File: src/hw/riscv_settings.svh
`ifndef RISCV_SETTINGS_SVH
`define RISCV_SETTINGS_SVH

// ==========================================================================
// Core configuration.
// ==========================================================================

// Data and instruction width.
`define WORD_WIDTH 32

// Major opcode field in bits 6:0.
`define OPCODE_WIDTH 7

`define REG_COUNT 32	// x0 to x31.

// 1 adds the M extension (multiply and divide) to the decoder.
`define RISCV_M_CORE 1

`endif

File: src/hw/riscv_pkg.sv
`default_nettype none

`include "riscv_settings.svh"

package riscv_pkg;

	// ==========================================================================
	// Vector types.
	// ==========================================================================

	localparam int DCODE_WIDTH = 7;

	typedef logic [`WORD_WIDTH-1:0] word_t;
	typedef logic [`OPCODE_WIDTH-1:0] opcode_t;
	typedef logic [$clog2(`REG_COUNT)-1:0] reg_addr_t;

	// ==========================================================================
	// Major opcodes.
	// ==========================================================================

	localparam opcode_t OPCODE_COMP    = 7'b0110011;	// R type.
	localparam opcode_t OPCODE_COMPIMM = 7'b0010011;
	localparam opcode_t OPCODE_LOAD    = 7'b0000011;
	localparam opcode_t OPCODE_STORE   = 7'b0100011;
	localparam opcode_t OPCODE_BRANCH  = 7'b1100011;
	localparam opcode_t OPCODE_JAL     = 7'b1101111;
	localparam opcode_t OPCODE_JALR    = 7'b1100111;
	localparam opcode_t OPCODE_LUI     = 7'b0110111;
	localparam opcode_t OPCODE_AUIPC   = 7'b0010111;

	// ==========================================================================
	// Decoded instruction codes.
	// ==========================================================================

	typedef enum logic [DCODE_WIDTH-1:0] {
		// Register-register.
		INSTR_ADD = 7'd0,
		INSTR_SUB,
		INSTR_SLL,
		INSTR_SLT,
		INSTR_SLTU,
		INSTR_XOR,
		INSTR_SRL,
		INSTR_SRA,
		INSTR_OR,
		INSTR_AND,
		// Register-immediate.
		INSTR_ADDI,
		INSTR_SLLI,
		INSTR_SLTI,
		INSTR_SLTIU,
		INSTR_XORI,
		INSTR_SRLI,
		INSTR_SRAI,
		INSTR_ORI,
		INSTR_ANDI,
		// Memory.
		INSTR_SB,
		INSTR_SH,
		INSTR_SW,
		INSTR_LB,
		INSTR_LH,
		INSTR_LW,
		INSTR_LBU,
		INSTR_LHU,
		// Control flow and upper immediates.
		INSTR_BEQ,
		INSTR_BNE,
		INSTR_BLT,
		INSTR_BGE,
		INSTR_BLTU,
		INSTR_BGEU,
		INSTR_JALR,
		INSTR_JAL,
		INSTR_AUIPC,
		INSTR_LUI,
		// M extension.
		INSTR_MUL,
		INSTR_MULH,
		INSTR_MULHSU,
		INSTR_MULHU,
		INSTR_DIV,
		INSTR_DIVU,
		INSTR_REM,
		INSTR_REMU,
		INSTR_BAD_INSTR
	} decoded_instr;

endpackage

`default_nettype wire

File: src/hw/decode_register.sv
`default_nettype none

module decode_register (
	input  logic                    clk,
	input  logic                    reset,
	input  logic                    stall,
	input  logic                    in_valid,
	input  riscv_pkg::decoded_instr in_instr,
	input  riscv_pkg::word_t        in_imm,
	input  riscv_pkg::word_t        in_rs1_data,
	input  riscv_pkg::word_t        in_rs2_data,
	input  riscv_pkg::reg_addr_t    in_rd,
	output logic                    out_valid,
	output riscv_pkg::decoded_instr out_instr,
	output riscv_pkg::word_t        out_imm,
	output riscv_pkg::word_t        out_rs1_data,
	output riscv_pkg::word_t        out_rs2_data,
	output riscv_pkg::reg_addr_t    out_rd,
	output logic                    out_bad
);

	logic in_bad;
	logic accept;

	assign in_bad = (in_instr == riscv_pkg::INSTR_BAD_INSTR);
	assign accept = in_valid && !stall;

	always_ff @(posedge clk) begin
		if (reset) begin
			out_valid    <= 1'b0;
			out_instr    <= riscv_pkg::decoded_instr'('0);
			out_imm      <= '0;
			out_rs1_data <= '0;
			out_rs2_data <= '0;
			out_rd       <= '0;
			out_bad      <= 1'b0;
		end else if (!stall) begin
			out_valid <= in_valid;	// Bubble when nothing arrives.
			if (accept) begin
				out_instr    <= in_instr;
				out_imm      <= in_imm;
				out_rs1_data <= in_rs1_data;
				out_rs2_data <= in_rs2_data;
				out_rd       <= in_rd;
				out_bad      <= in_bad;
			end
		end
	end

	// ==========================================================================
	// Checks.
	// ==========================================================================

	// A stalled edge leaves every output as it was.
	a_stall_hold: assert property (@(posedge clk)
		(!reset && stall) |=> ($stable(out_valid) && $stable(out_instr) &&
			$stable(out_imm) && $stable(out_rs1_data) && $stable(out_rs2_data) &&
			$stable(out_rd) && $stable(out_bad)))
		else $error("decode outputs moved during stall");

	// Flag and code are captured together.
	a_bad_flag: assert property (@(posedge clk) disable iff (reset)
		out_bad == (out_instr == riscv_pkg::INSTR_BAD_INSTR))
		else $error("out_bad disagrees with out_instr");

endmodule

`default_nettype wire

File: src/hw/decode_stage.sv
`default_nettype none

module decode_stage (
	input  logic                    clk,
	input  logic                    reset,
	input  logic                    instr_valid,
	input  riscv_pkg::word_t        instr,
	input  logic                    stall,
	input  logic                    wb_en,
	input  riscv_pkg::reg_addr_t    wb_addr,
	input  riscv_pkg::word_t        wb_data,
	output logic                    out_valid,
	output riscv_pkg::decoded_instr out_instr,
	output riscv_pkg::word_t        out_imm,
	output riscv_pkg::word_t        out_rs1_data,
	output riscv_pkg::word_t        out_rs2_data,
	output riscv_pkg::reg_addr_t    out_rd,
	output logic                    out_bad
);

	riscv_pkg::reg_addr_t rs1;
	riscv_pkg::reg_addr_t rs2;
	riscv_pkg::reg_addr_t rd;

	riscv_pkg::decoded_instr decoded;
	riscv_pkg::word_t imm;
	riscv_pkg::word_t rs1_data;
	riscv_pkg::word_t rs2_data;

	assign rd  = instr[11:7];
	assign rs1 = instr[19:15];
	assign rs2 = instr[24:20];

	// ==========================================================================
	// Combinational decode.
	// ==========================================================================

	decoder u_decoder (
		.instr   (instr),
		.decoded (decoded)
	);

	imm_gen u_imm_gen (
		.instr (instr),
		.imm   (imm)
	);

	reg_file u_reg_file (
		.clk      (clk),
		.reset    (reset),
		.rs1      (rs1),
		.rs2      (rs2),
		.rs1_data (rs1_data),
		.rs2_data (rs2_data),
		.wb_en    (wb_en),
		.wb_addr  (wb_addr),
		.wb_data  (wb_data)
	);

	// Output register.
	decode_register u_decode_register (
		.clk          (clk),
		.reset        (reset),
		.stall        (stall),
		.in_valid     (instr_valid),
		.in_instr     (decoded),
		.in_imm       (imm),
		.in_rs1_data  (rs1_data),
		.in_rs2_data  (rs2_data),
		.in_rd        (rd),
		.out_valid    (out_valid),
		.out_instr    (out_instr),
		.out_imm      (out_imm),
		.out_rs1_data (out_rs1_data),
		.out_rs2_data (out_rs2_data),
		.out_rd       (out_rd),
		.out_bad      (out_bad)
	);

endmodule

`default_nettype wire

File: src/hw/decoder.sv
`default_nettype none

`include "riscv_settings.svh"

module decoder (
	input  riscv_pkg::word_t        instr,
	output riscv_pkg::decoded_instr decoded
);

	riscv_pkg::opcode_t opcode;
	logic [6:0] funct7;
	logic [2:0] funct3;

	riscv_pkg::decoded_instr comp_instr;
	riscv_pkg::decoded_instr compimm_instr;
	riscv_pkg::decoded_instr store_instr;
	riscv_pkg::decoded_instr load_instr;
	riscv_pkg::decoded_instr branch_instr;

	assign opcode = instr[6:0];
	assign funct3 = instr[14:12];
	assign funct7 = instr[31:25];

	// ==========================================================================
	// Per-group candidates.
	// ==========================================================================

	// R type.
	always_comb begin
		case (funct3)
			3'b000:  comp_instr = funct7[5] ? riscv_pkg::INSTR_SUB : riscv_pkg::INSTR_ADD;
			3'b001:  comp_instr = riscv_pkg::INSTR_SLL;
			3'b010:  comp_instr = riscv_pkg::INSTR_SLT;
			3'b011:  comp_instr = riscv_pkg::INSTR_SLTU;
			3'b100:  comp_instr = riscv_pkg::INSTR_XOR;
			3'b101:  comp_instr = funct7[5] ? riscv_pkg::INSTR_SRA : riscv_pkg::INSTR_SRL;
			3'b110:  comp_instr = riscv_pkg::INSTR_OR;
			default: comp_instr = riscv_pkg::INSTR_AND;
		endcase
	end

	// I type arithmetic; funct7 here is the upper immediate field.
	always_comb begin
		case (funct3)
			3'b000:  compimm_instr = riscv_pkg::INSTR_ADDI;
			3'b001:  compimm_instr = riscv_pkg::INSTR_SLLI;
			3'b010:  compimm_instr = riscv_pkg::INSTR_SLTI;
			3'b011:  compimm_instr = riscv_pkg::INSTR_SLTIU;
			3'b100:  compimm_instr = riscv_pkg::INSTR_XORI;
			3'b101:  compimm_instr = funct7[5] ? riscv_pkg::INSTR_SRAI : riscv_pkg::INSTR_SRLI;
			3'b110:  compimm_instr = riscv_pkg::INSTR_ORI;
			default: compimm_instr = riscv_pkg::INSTR_ANDI;
		endcase
	end

	always_comb begin
		case (funct3)
			3'b000:  store_instr = riscv_pkg::INSTR_SB;
			3'b001:  store_instr = riscv_pkg::INSTR_SH;
			default: store_instr = riscv_pkg::INSTR_SW;	// Unused widths fall to word.
		endcase
	end

	always_comb begin
		case (funct3)
			3'b000:  load_instr = riscv_pkg::INSTR_LB;
			3'b001:  load_instr = riscv_pkg::INSTR_LH;
			3'b100:  load_instr = riscv_pkg::INSTR_LBU;
			3'b101:  load_instr = riscv_pkg::INSTR_LHU;
			default: load_instr = riscv_pkg::INSTR_LW;
		endcase
	end

	always_comb begin
		case (funct3)
			3'b001:  branch_instr = riscv_pkg::INSTR_BNE;
			3'b100:  branch_instr = riscv_pkg::INSTR_BLT;
			3'b101:  branch_instr = riscv_pkg::INSTR_BGE;
			3'b110:  branch_instr = riscv_pkg::INSTR_BLTU;
			3'b111:  branch_instr = riscv_pkg::INSTR_BGEU;
			default: branch_instr = riscv_pkg::INSTR_BEQ;	// Also 010 and 011.
		endcase
	end

	// ==========================================================================
	// Opcode mux.
	// ==========================================================================

	generate
		if (`RISCV_M_CORE) begin : g_rv32im
			riscv_pkg::decoded_instr multdiv_instr;

			always_comb begin
				case (funct3)
					3'b000:  multdiv_instr = riscv_pkg::INSTR_MUL;
					3'b001:  multdiv_instr = riscv_pkg::INSTR_MULH;
					3'b010:  multdiv_instr = riscv_pkg::INSTR_MULHSU;
					3'b011:  multdiv_instr = riscv_pkg::INSTR_MULHU;
					3'b100:  multdiv_instr = riscv_pkg::INSTR_DIV;
					3'b101:  multdiv_instr = riscv_pkg::INSTR_DIVU;
					3'b110:  multdiv_instr = riscv_pkg::INSTR_REM;
					default: multdiv_instr = riscv_pkg::INSTR_REMU;
				endcase
			end

			always_comb begin
				case (opcode)
					riscv_pkg::OPCODE_COMP:    decoded = funct7[0] ? multdiv_instr : comp_instr;
					riscv_pkg::OPCODE_COMPIMM: decoded = compimm_instr;
					riscv_pkg::OPCODE_STORE:   decoded = store_instr;
					riscv_pkg::OPCODE_LOAD:    decoded = load_instr;
					riscv_pkg::OPCODE_BRANCH:  decoded = branch_instr;
					riscv_pkg::OPCODE_JALR:    decoded = riscv_pkg::INSTR_JALR;
					riscv_pkg::OPCODE_JAL:     decoded = riscv_pkg::INSTR_JAL;
					riscv_pkg::OPCODE_AUIPC:   decoded = riscv_pkg::INSTR_AUIPC;
					riscv_pkg::OPCODE_LUI:     decoded = riscv_pkg::INSTR_LUI;
					default:                   decoded = riscv_pkg::INSTR_BAD_INSTR;
				endcase
			end
		end else begin : g_rv32i
			always_comb begin
				case (opcode)
					riscv_pkg::OPCODE_COMP:    decoded = comp_instr;
					riscv_pkg::OPCODE_COMPIMM: decoded = compimm_instr;
					riscv_pkg::OPCODE_STORE:   decoded = store_instr;
					riscv_pkg::OPCODE_LOAD:    decoded = load_instr;
					riscv_pkg::OPCODE_BRANCH:  decoded = branch_instr;
					riscv_pkg::OPCODE_JALR:    decoded = riscv_pkg::INSTR_JALR;
					riscv_pkg::OPCODE_JAL:     decoded = riscv_pkg::INSTR_JAL;
					riscv_pkg::OPCODE_AUIPC:   decoded = riscv_pkg::INSTR_AUIPC;
					riscv_pkg::OPCODE_LUI:     decoded = riscv_pkg::INSTR_LUI;
					default:                   decoded = riscv_pkg::INSTR_BAD_INSTR;
				endcase
			end
		end
	endgenerate

endmodule

`default_nettype wire

File: src/hw/imm_gen.sv
`default_nettype none

module imm_gen (
	input  riscv_pkg::word_t instr,
	output riscv_pkg::word_t imm
);

	riscv_pkg::opcode_t opcode;
	riscv_pkg::word_t imm_i;
	riscv_pkg::word_t imm_s;
	riscv_pkg::word_t imm_b;
	riscv_pkg::word_t imm_u;
	riscv_pkg::word_t imm_j;

	assign opcode = instr[6:0];

	// ==========================================================================
	// Format fields. Bit 31 is always the sign.
	// ==========================================================================

	assign imm_i = {{20{instr[31]}}, instr[31:20]};
	assign imm_s = {{20{instr[31]}}, instr[31:25], instr[11:7]};

	// Branch offsets are in half words.
	assign imm_b = {{19{instr[31]}}, instr[31], instr[7], instr[30:25], instr[11:8], 1'b0};

	assign imm_u = {instr[31:12], 12'b0};
	assign imm_j = {{11{instr[31]}}, instr[31], instr[19:12], instr[20], instr[30:21], 1'b0};

	always_comb begin
		case (opcode)
			riscv_pkg::OPCODE_COMPIMM,
			riscv_pkg::OPCODE_LOAD,
			riscv_pkg::OPCODE_JALR:   imm = imm_i;
			riscv_pkg::OPCODE_STORE:  imm = imm_s;
			riscv_pkg::OPCODE_BRANCH: imm = imm_b;
			riscv_pkg::OPCODE_LUI,
			riscv_pkg::OPCODE_AUIPC:  imm = imm_u;
			riscv_pkg::OPCODE_JAL:    imm = imm_j;
			default:                  imm = '0;	// R type and bad opcodes.
		endcase
	end

endmodule

`default_nettype wire

File: src/hw/reg_file.sv
`default_nettype none

`include "riscv_settings.svh"

module reg_file (
	input  logic                 clk,
	input  logic                 reset,
	input  riscv_pkg::reg_addr_t rs1,
	input  riscv_pkg::reg_addr_t rs2,
	output riscv_pkg::word_t     rs1_data,
	output riscv_pkg::word_t     rs2_data,
	input  logic                 wb_en,
	input  riscv_pkg::reg_addr_t wb_addr,
	input  riscv_pkg::word_t     wb_data
);

	// Entry 0 is cleared by reset and never written.
	riscv_pkg::word_t regs [0:`REG_COUNT-1];

	logic wr_ok;

	assign wr_ok = wb_en && (wb_addr != '0);	// Drop writes to x0.

	always_ff @(posedge clk) begin
		if (reset) begin
			for (int i = 0; i < `REG_COUNT; i++) begin
				regs[i] <= '0;
			end
		end else if (wr_ok) begin
			regs[wb_addr] <= wb_data;
		end
	end

	// No bypass; a write shows up after its edge.
	assign rs1_data = regs[rs1];
	assign rs2_data = regs[rs2];

	// ==========================================================================
	// Checks.
	// ==========================================================================

	// x0 stays zero across any history of writes.
	a_x0_zero: assert property (@(posedge clk) disable iff (reset)
		((rs1 != '0) || (rs1_data == '0)) && ((rs2 != '0) || (rs2_data == '0)))
		else $error("x0 read back nonzero");

endmodule

`default_nettype wire

File: config.mk
export PLATFORM = sky130hd
export DESIGN_NAME = decode_stage
export DESIGN_NICKNAME = d
export VERILOG_FILES = /design/src/hw/riscv_pkg.sv /design/src/hw/decode_register.sv /design/src/hw/decode_stage.sv /design/src/hw/decoder.sv /design/src/hw/imm_gen.sv /design/src/hw/reg_file.sv
export VERILOG_INCLUDE_DIRS = /design/src /design/src/hw
export SDC_FILE = /design/constraint.sdc
export NUM_CORES = 2
export LEC_CHECK = 0
export BUFFER_PORTS_ARGS = -buffer_cell sky130_fd_sc_hd__buf_2
export CORE_AREA = 2 2 364 366
export DETAILED_ROUTE_END_ITERATION = 12
export DIE_AREA = 0 0 366 368
export PLACE_DENSITY_LB_ADDON = 0.2
export SLEW_MARGIN = 20
export SYNTH_ARGS = -nofsm -noshare
export SYNTH_HDL_FRONTEND = slang
export SYNTH_SLANG_ARGS = --single-unit
File: constraint.sdc
create_clock -name clk -period 5.65 [get_ports clk]
set_clock_uncertainty 0.15 [all_clocks]
set_input_delay 0.8475 -clock clk [delete_from_list [all_inputs] [get_ports clk]]
set_output_delay 0.8475 -clock clk [all_outputs]
set_load 0.05 [all_outputs]
Word-level counts from Yosys, hierarchy flattened
Memories as Yosys holds them, arrays and structs flattened. A register that Yosys moved wholly into a read port is not among the register bits.
Cells that the tools add are included.
Cells by class
  equality and inequality tests: 17
  multiplexer cells: 20
  bitwise logic cells: 1
  reductions and logical operators: 9
Operators with widths (count)
  one-hot mux 32 bit (5 select lines): 1
  one-hot mux 7 bit (7 select lines): 2
  one-hot mux 7 bit (9 select lines): 1
  two-way mux 32 bit: 1
  OR reduction 32 bit: 1
  one-hot mux 6 bit (5 select lines): 1
  == test 7 x 6 -> 1 bit, second input constant: 4
  one-hot mux 4 bit (7 select lines): 1
  == test 7 bit, second input constant: 3
  one-hot mux 4 bit (4 select lines): 1
  == test 7 x 5 -> 1 bit, second input constant: 2
  == test 3 bit, second input constant: 4
  two-way mux 5 bit: 2
  two-way mux 1 bit: 8
  == test 7 x 2 -> 1 bit, second input constant: 1
  two-way mux 7 bit: 1
  == test 3 x 2 -> 1 bit, second input constant: 2
  one-hot mux 3 bit (2 select lines): 1
  nonzero test 5 bit: 1
  == test 3 x 1 -> 1 bit, second input constant: 1
  logical NOT 3 bit: 1
  OR reduction 3 bit: 1
  logical AND 1 bit: 2
  AND reduction 2 bit: 1
  3 further kinds: 3
Storage, ports and cells
  bits in registers: 46
  RAM bits: 1024
  output and inout bits: 110
  word-level logic and storage cells: 53
  memories: 1
Memories
  u_reg_file.regs: words 32, width 32, read ports 2, clocked after memory_dff 2, wr ports 32, line reg_file.sv:18  | riscv_pkg::word_t regs [0:`REG_COUNT-1];

Logic depth before layout (Yosys ltp)
  depth after elaboration: 7
  mapped depth: 9

Cells and area by module
From an unflattened synthesis, not the netlist that was laid out.
Unflattened totals
  cells, all modules: 5265
  area, all modules: 60969.7 µm²
Modules (own cells, without submodules)
  reg_file: instances 1, cells an instance 4605, area an instance 55888.6 µm², sequential area each 30749.5 µm²
  decode_register: instances 1, cells an instance 479, area an instance 3849.9 µm², sequential area each 2202.1 µm²
  decoder: instances 1, cells an instance 105, area an instance 678.2 µm², sequential area each 0.0 µm²
  imm_gen: instances 1, cells an instance 76, area an instance 553.0 µm², sequential area each 0.0 µm²

Worst setup path after synthesis
OpenSTA, ideal clock, no wires.
  path kind: input to register
  from: input instr[20]
  to: register u_decode_register.out_rs2_data[0] (read register of u_reg_file.regs)
  library setup time: 0.130 ns
  arrival time: 2.521 ns
  required time: 5.370 ns
  slack: 2.849 ns
  stages on the path: 7
  buffers on the path: 3
  cell sequence: buf_2 -> buf_2 -> buf_2 -> mux4_2 -> mux2_2 -> o22ai_1 -> o31ai_1
RTL lines
  from (decl): line decode_stage.sv:7  | input riscv_pkg::word_t instr,
  to (decl): line decode_register.sv:17  | output riscv_pkg::word_t out_rs2_data,

==> metrics.md <==
| Metric | Value |
|---|---|
| Hold Crit Depth | `3` |
| Sequential-to-total area share from yosys stat | `56.4%` |
| Floorplan die area | `135000 µm²` |
| Share of flip-flops with an asynchronous set or reset | `0%` |
| Classification of the worst setup path | `in2reg` |
| Yosys cell types | `54` |
| Starting DRT DRC Count | `4258` |
| Nature of the critical path endpoint | `register` |
| Pwr dens | `317 nW/µm²` |
| Number of H-tree levels | `4` |
| Resized cells post-CTS | `0` |
| Residual antenna-violating net count after detailed routing | `0` |
| Worst-path fanout max | `63` |
| WL per Instance | `33.3 µm` |
| RSZ-0062 raised after global routing | `no` |
| Min cycle time layout | `3.44 ns` |
| Largest net degree at the start of global routing | `90` |
| Estimated wirelength of the detail-placed design | `117000 µm` |
| Overall via count from detail_route | `35400` |
| Cell area after synthesis | `58400 µm²` |
| TritonCTS Sinks | `1133` |
| Number of DRC violations after detailed routing | `0` |
| Outcome | `complete, no violations` |
| Final-layout fill cell count | `10900` |
| All-layer global routing usage | `28.4%` |
| Synth top area share | `52.6%` |
| Crit path arrival time | `3.69 ns` |
| Data required, critical path | `5.90 ns` |
| Setup TNS after final layout | `0 ns` |
| Worst setup startpoint | `reset` |
| Slew of the pin with the lowest slew margin | `1.18 ns` |
| Initial Utilization | `44.7%` |
| Die boundary width | `366 µm` |
| Gate count after technology mapping | `3820` |
| Startpoint class of the critical path | `input port` |
| Count of buffers inserted at the top-level ports | `182` |
| Pre-antenna DRT Iters | `6` |
| Dominant register cell in the synthesized netlist | `sky130_fd_sc_hd__edfxtp_1` |
| Detailed-route wire length | `191000 µm` |
| Max-cap viol count | `0` |
| Cell types occupying the most area after synthesis | `sky130_fd_sc_hd__edfxtp_1 (53%), sky130_fd_sc_hd__mux4_2 (22%), sky130_fd_sc_hd__and2_1 (11%)` |
| Initial antenna violation count | `11` |
| Final GP Congestion | `0.833` |
| Share of final-layout standard cells stronger than drive strength 1 | `31.4%` |
| Setup violations, final | `0` |
| Instance area at placement | `61400 µm²` |
| Number of standard-cell rows in the floorplan | `133` |
| Start point of the worst min-delay path | `instr[28]` |
| Crit path max-delay cell type | `sky130_fd_sc_hd__or2_2` |
| Worst VDD drop | `193 µV` |
| Vias per inst | `6.17` |
| Worst-skew pair later-pin latency | `0.79 ns` |
| Die height | `368 µm` |
| Clock tree root buffer cell | `sky130_fd_sc_hd__clkbuf_16` |
| Clk slew on worst S/H paths | `0.06 ns` |
| Startpoint of the worst-slack reg-to-reg timing path | `u_reg_file.regs[9][7]$_SDFFCE_PN0P_` |
| Most repeated cell in the gate-level netlist after synthesis | `sky130_fd_sc_hd__edfxtp_1` |
| Hold Path Class | `in2reg` |
| Area Overhead vs Synth | `12.4%` |
| Final net count | `3951` |
| Slowest Stage Delay on Critical Path | `0.83 ns` |
| CTS tree | `yes` |
| Yosys warns | `0` |
| Clock buffers created by TritonCTS | `132` |
| CTS Buffer Depth | `3` |
| Leading area contributor after synthesis | `sky130_fd_sc_hd__edfxtp_1` |
| Number of flops mapped to enable cells by yosys | `1024` |
| Area of the placeable core | `131000 µm²` |
| Cell depth of the worst flop-to-flop path | `4` |
| Timing-limited maximum frequency | `0.290 GHz` |
| Post-synthesis register bit count | `1133` |
| Io pins | `184` |
| Count of hold-fix buffers inserted at cts | `0` |
| Wire length of the first global-routing pass | `270000 µm` |
| Mapped Avg Cell Area | `15.3 µm²` |
| List of cells traversed by the critical path | `buf_6, nor2b_1, nand3b_1, nor2_4, buf_4, or2_2` |
| Final Cell Area | `65700 µm²` |
| Number of global-route vias before repair | `35500` |
| Commonest cells in the synthesized netlist | `sky130_fd_sc_hd__edfxtp_1 (1024), sky130_fd_sc_hd__and2_1 (996), sky130_fd_sc_hd__mux4_2 (576), sky130_fd_sc_hd__clkbuf_1 (283), sky130_fd_sc_hd__nor2_1 (135)` |
| Lkg Pwr | `22.5 nW` |
| Final Max Tran Viols | `0` |
| Final worst-path cycle share | `61.0%` |
| Remaining global-route overflow | `0` |
| Worst hold margin | `0.182 ns` |
| Count of endpoints failing hold in the final timing report | `0` |
| Worst rel slew slack | `21.6%` |
| Buffers inserted during post-CTS setup optimization | `0` |
through the flow:
| stage | utilization, % | setup WS, ns | std cells | total power (W) |
|---|---|---|---|---|
| final | 50.2 | 2.21 | 5742 | 0.0208 |
| after detailed placement | 46.9 | 1.49 | 5497 | 0.0125 |
| after global routing | 50.2 | 2.13 | 5740 | 0.0213 |
| after floorplan | - | 2.85 | 3852 | 0.0115 |
| after global placement | 46.9 | 1.53 | 5497 | 0.0125 |
| after CTS | 50.2 | 2.31 | 5739 | 0.0209 |
state kept, by name, indices dropped and copies added, names as in the netlist:
| register | cells |
|---|---|
| u_decode_register.out_rs2_data | 32 |
| u_decode_register.out_valid | 1 |
| u_decode_register.out_rs1_data | 32 |
| u_decode_register.out_bad | 1 |
| u_decode_register.out_rd | 5 |
| u_reg_file.regs | 1024 |
| u_decode_register.out_instr | 6 |
| u_decode_register.out_imm | 32 |
routing by layer:
| metal | up-vias | part of all wire (%) | routed length [µm] | GRT usage, % |
|---|---|---|---|---|
| li1 | 14700 | - | - | - |
| met1 | 18700 | 40 | 76000 | 38.6 |
| met2 | 1728 | 48 | 91200 | 45.3 |
| met3 | 309 | 9.1 | 17400 | 6.53 |
| met4 | 4 | 3.3 | 6360 | 9.63 |
| met5 | - | 0.036 | 68 | 0.321 |
final cells by class:
class	count	area (µm²)	area share, %
clock buffer	177	3560	5.43
timing repair buffer	294	2100	3.20
sequential	1133	32900	50.2
antenna	2	5.00	0.00762
clock inverter	65	663	1.01
tap	1755	2200	3.34
inverter	2	7.51	0.0114
multi-input combinational	2314	24200	36.8
where the power goes:
part           internal (W)  total, W  leakage, nW  switching (W)
clock network       0.00485   0.00847         2.05        0.00362
logic               0.00103   0.00249         9.79        0.00146
registers           0.00960   0.00984         10.6       0.000245
worst paths after layout:
check / endpoint / slack [ns]
worst max-delay path: u_reg_file.regs[10][1]$_SDFFCE_PN0P_ / 2.21
worst min-delay path: u_decode_register.out_imm[8]$_SDFFE_PP0P_ / 0.18
worst max register to register: u_decode_register.out_rs1_data[7]$_SDFFE_PP0P_ / 3.54
worst min register to register: u_decode_register.out_imm[19]$_SDFFE_PP0P_ / 0.30
critical path, delay by kind of cell:
family        cells  cell delay [ns]
simple gates      4             2.09
buf+inv           2             0.59
placed cells by master (no fill, tap or decap), types with 23 or more instances in the layout:
master / instances
sky130_fd_sc_hd__edfxtp_1: 1024
sky130_fd_sc_hd__and2_1: 996
sky130_fd_sc_hd__mux4_2: 576
sky130_fd_sc_hd__buf_2: 173
sky130_fd_sc_hd__clkbuf_16: 133
sky130_fd_sc_hd__mux2_2: 127
sky130_fd_sc_hd__nand2_1: 121
sky130_fd_sc_hd__dfxtp_1: 109
sky130_fd_sc_hd__nor2_1: 103
sky130_fd_sc_hd__buf_4: 91
sky130_fd_sc_hd__o31ai_1: 65
sky130_fd_sc_hd__o22ai_1: 63
sky130_fd_sc_hd__clkbuf_1: 37
sky130_fd_sc_hd__conb_1: 33
sky130_fd_sc_hd__nor2_4: 32
sky130_fd_sc_hd__a21oi_1: 26
sky130_fd_sc_hd__clkinv_1: 25
sky130_fd_sc_hd__or2_2: 24
sky130_fd_sc_hd__buf_12: 23
kinds of logic (layout without fill, tap and decap cells):
kind of cell / Yosys count / in the layout / share of synthesized area [%]
AO/OA/AOI/OAI: 223 / 223 / 2.60
XOR/XNOR: 1 / 1 / 0.0150
buffers and inverters: 405 / 538 / 2.89
flip-flops: 1133 / 1133 / 56.4
multiplexers: 704 / 704 / 24.7
other: 1 / 35 / 0.00642
AND/OR/NAND/NOR: 1353 / 1353 / 13.4
(Power assumes the default switching activity.)
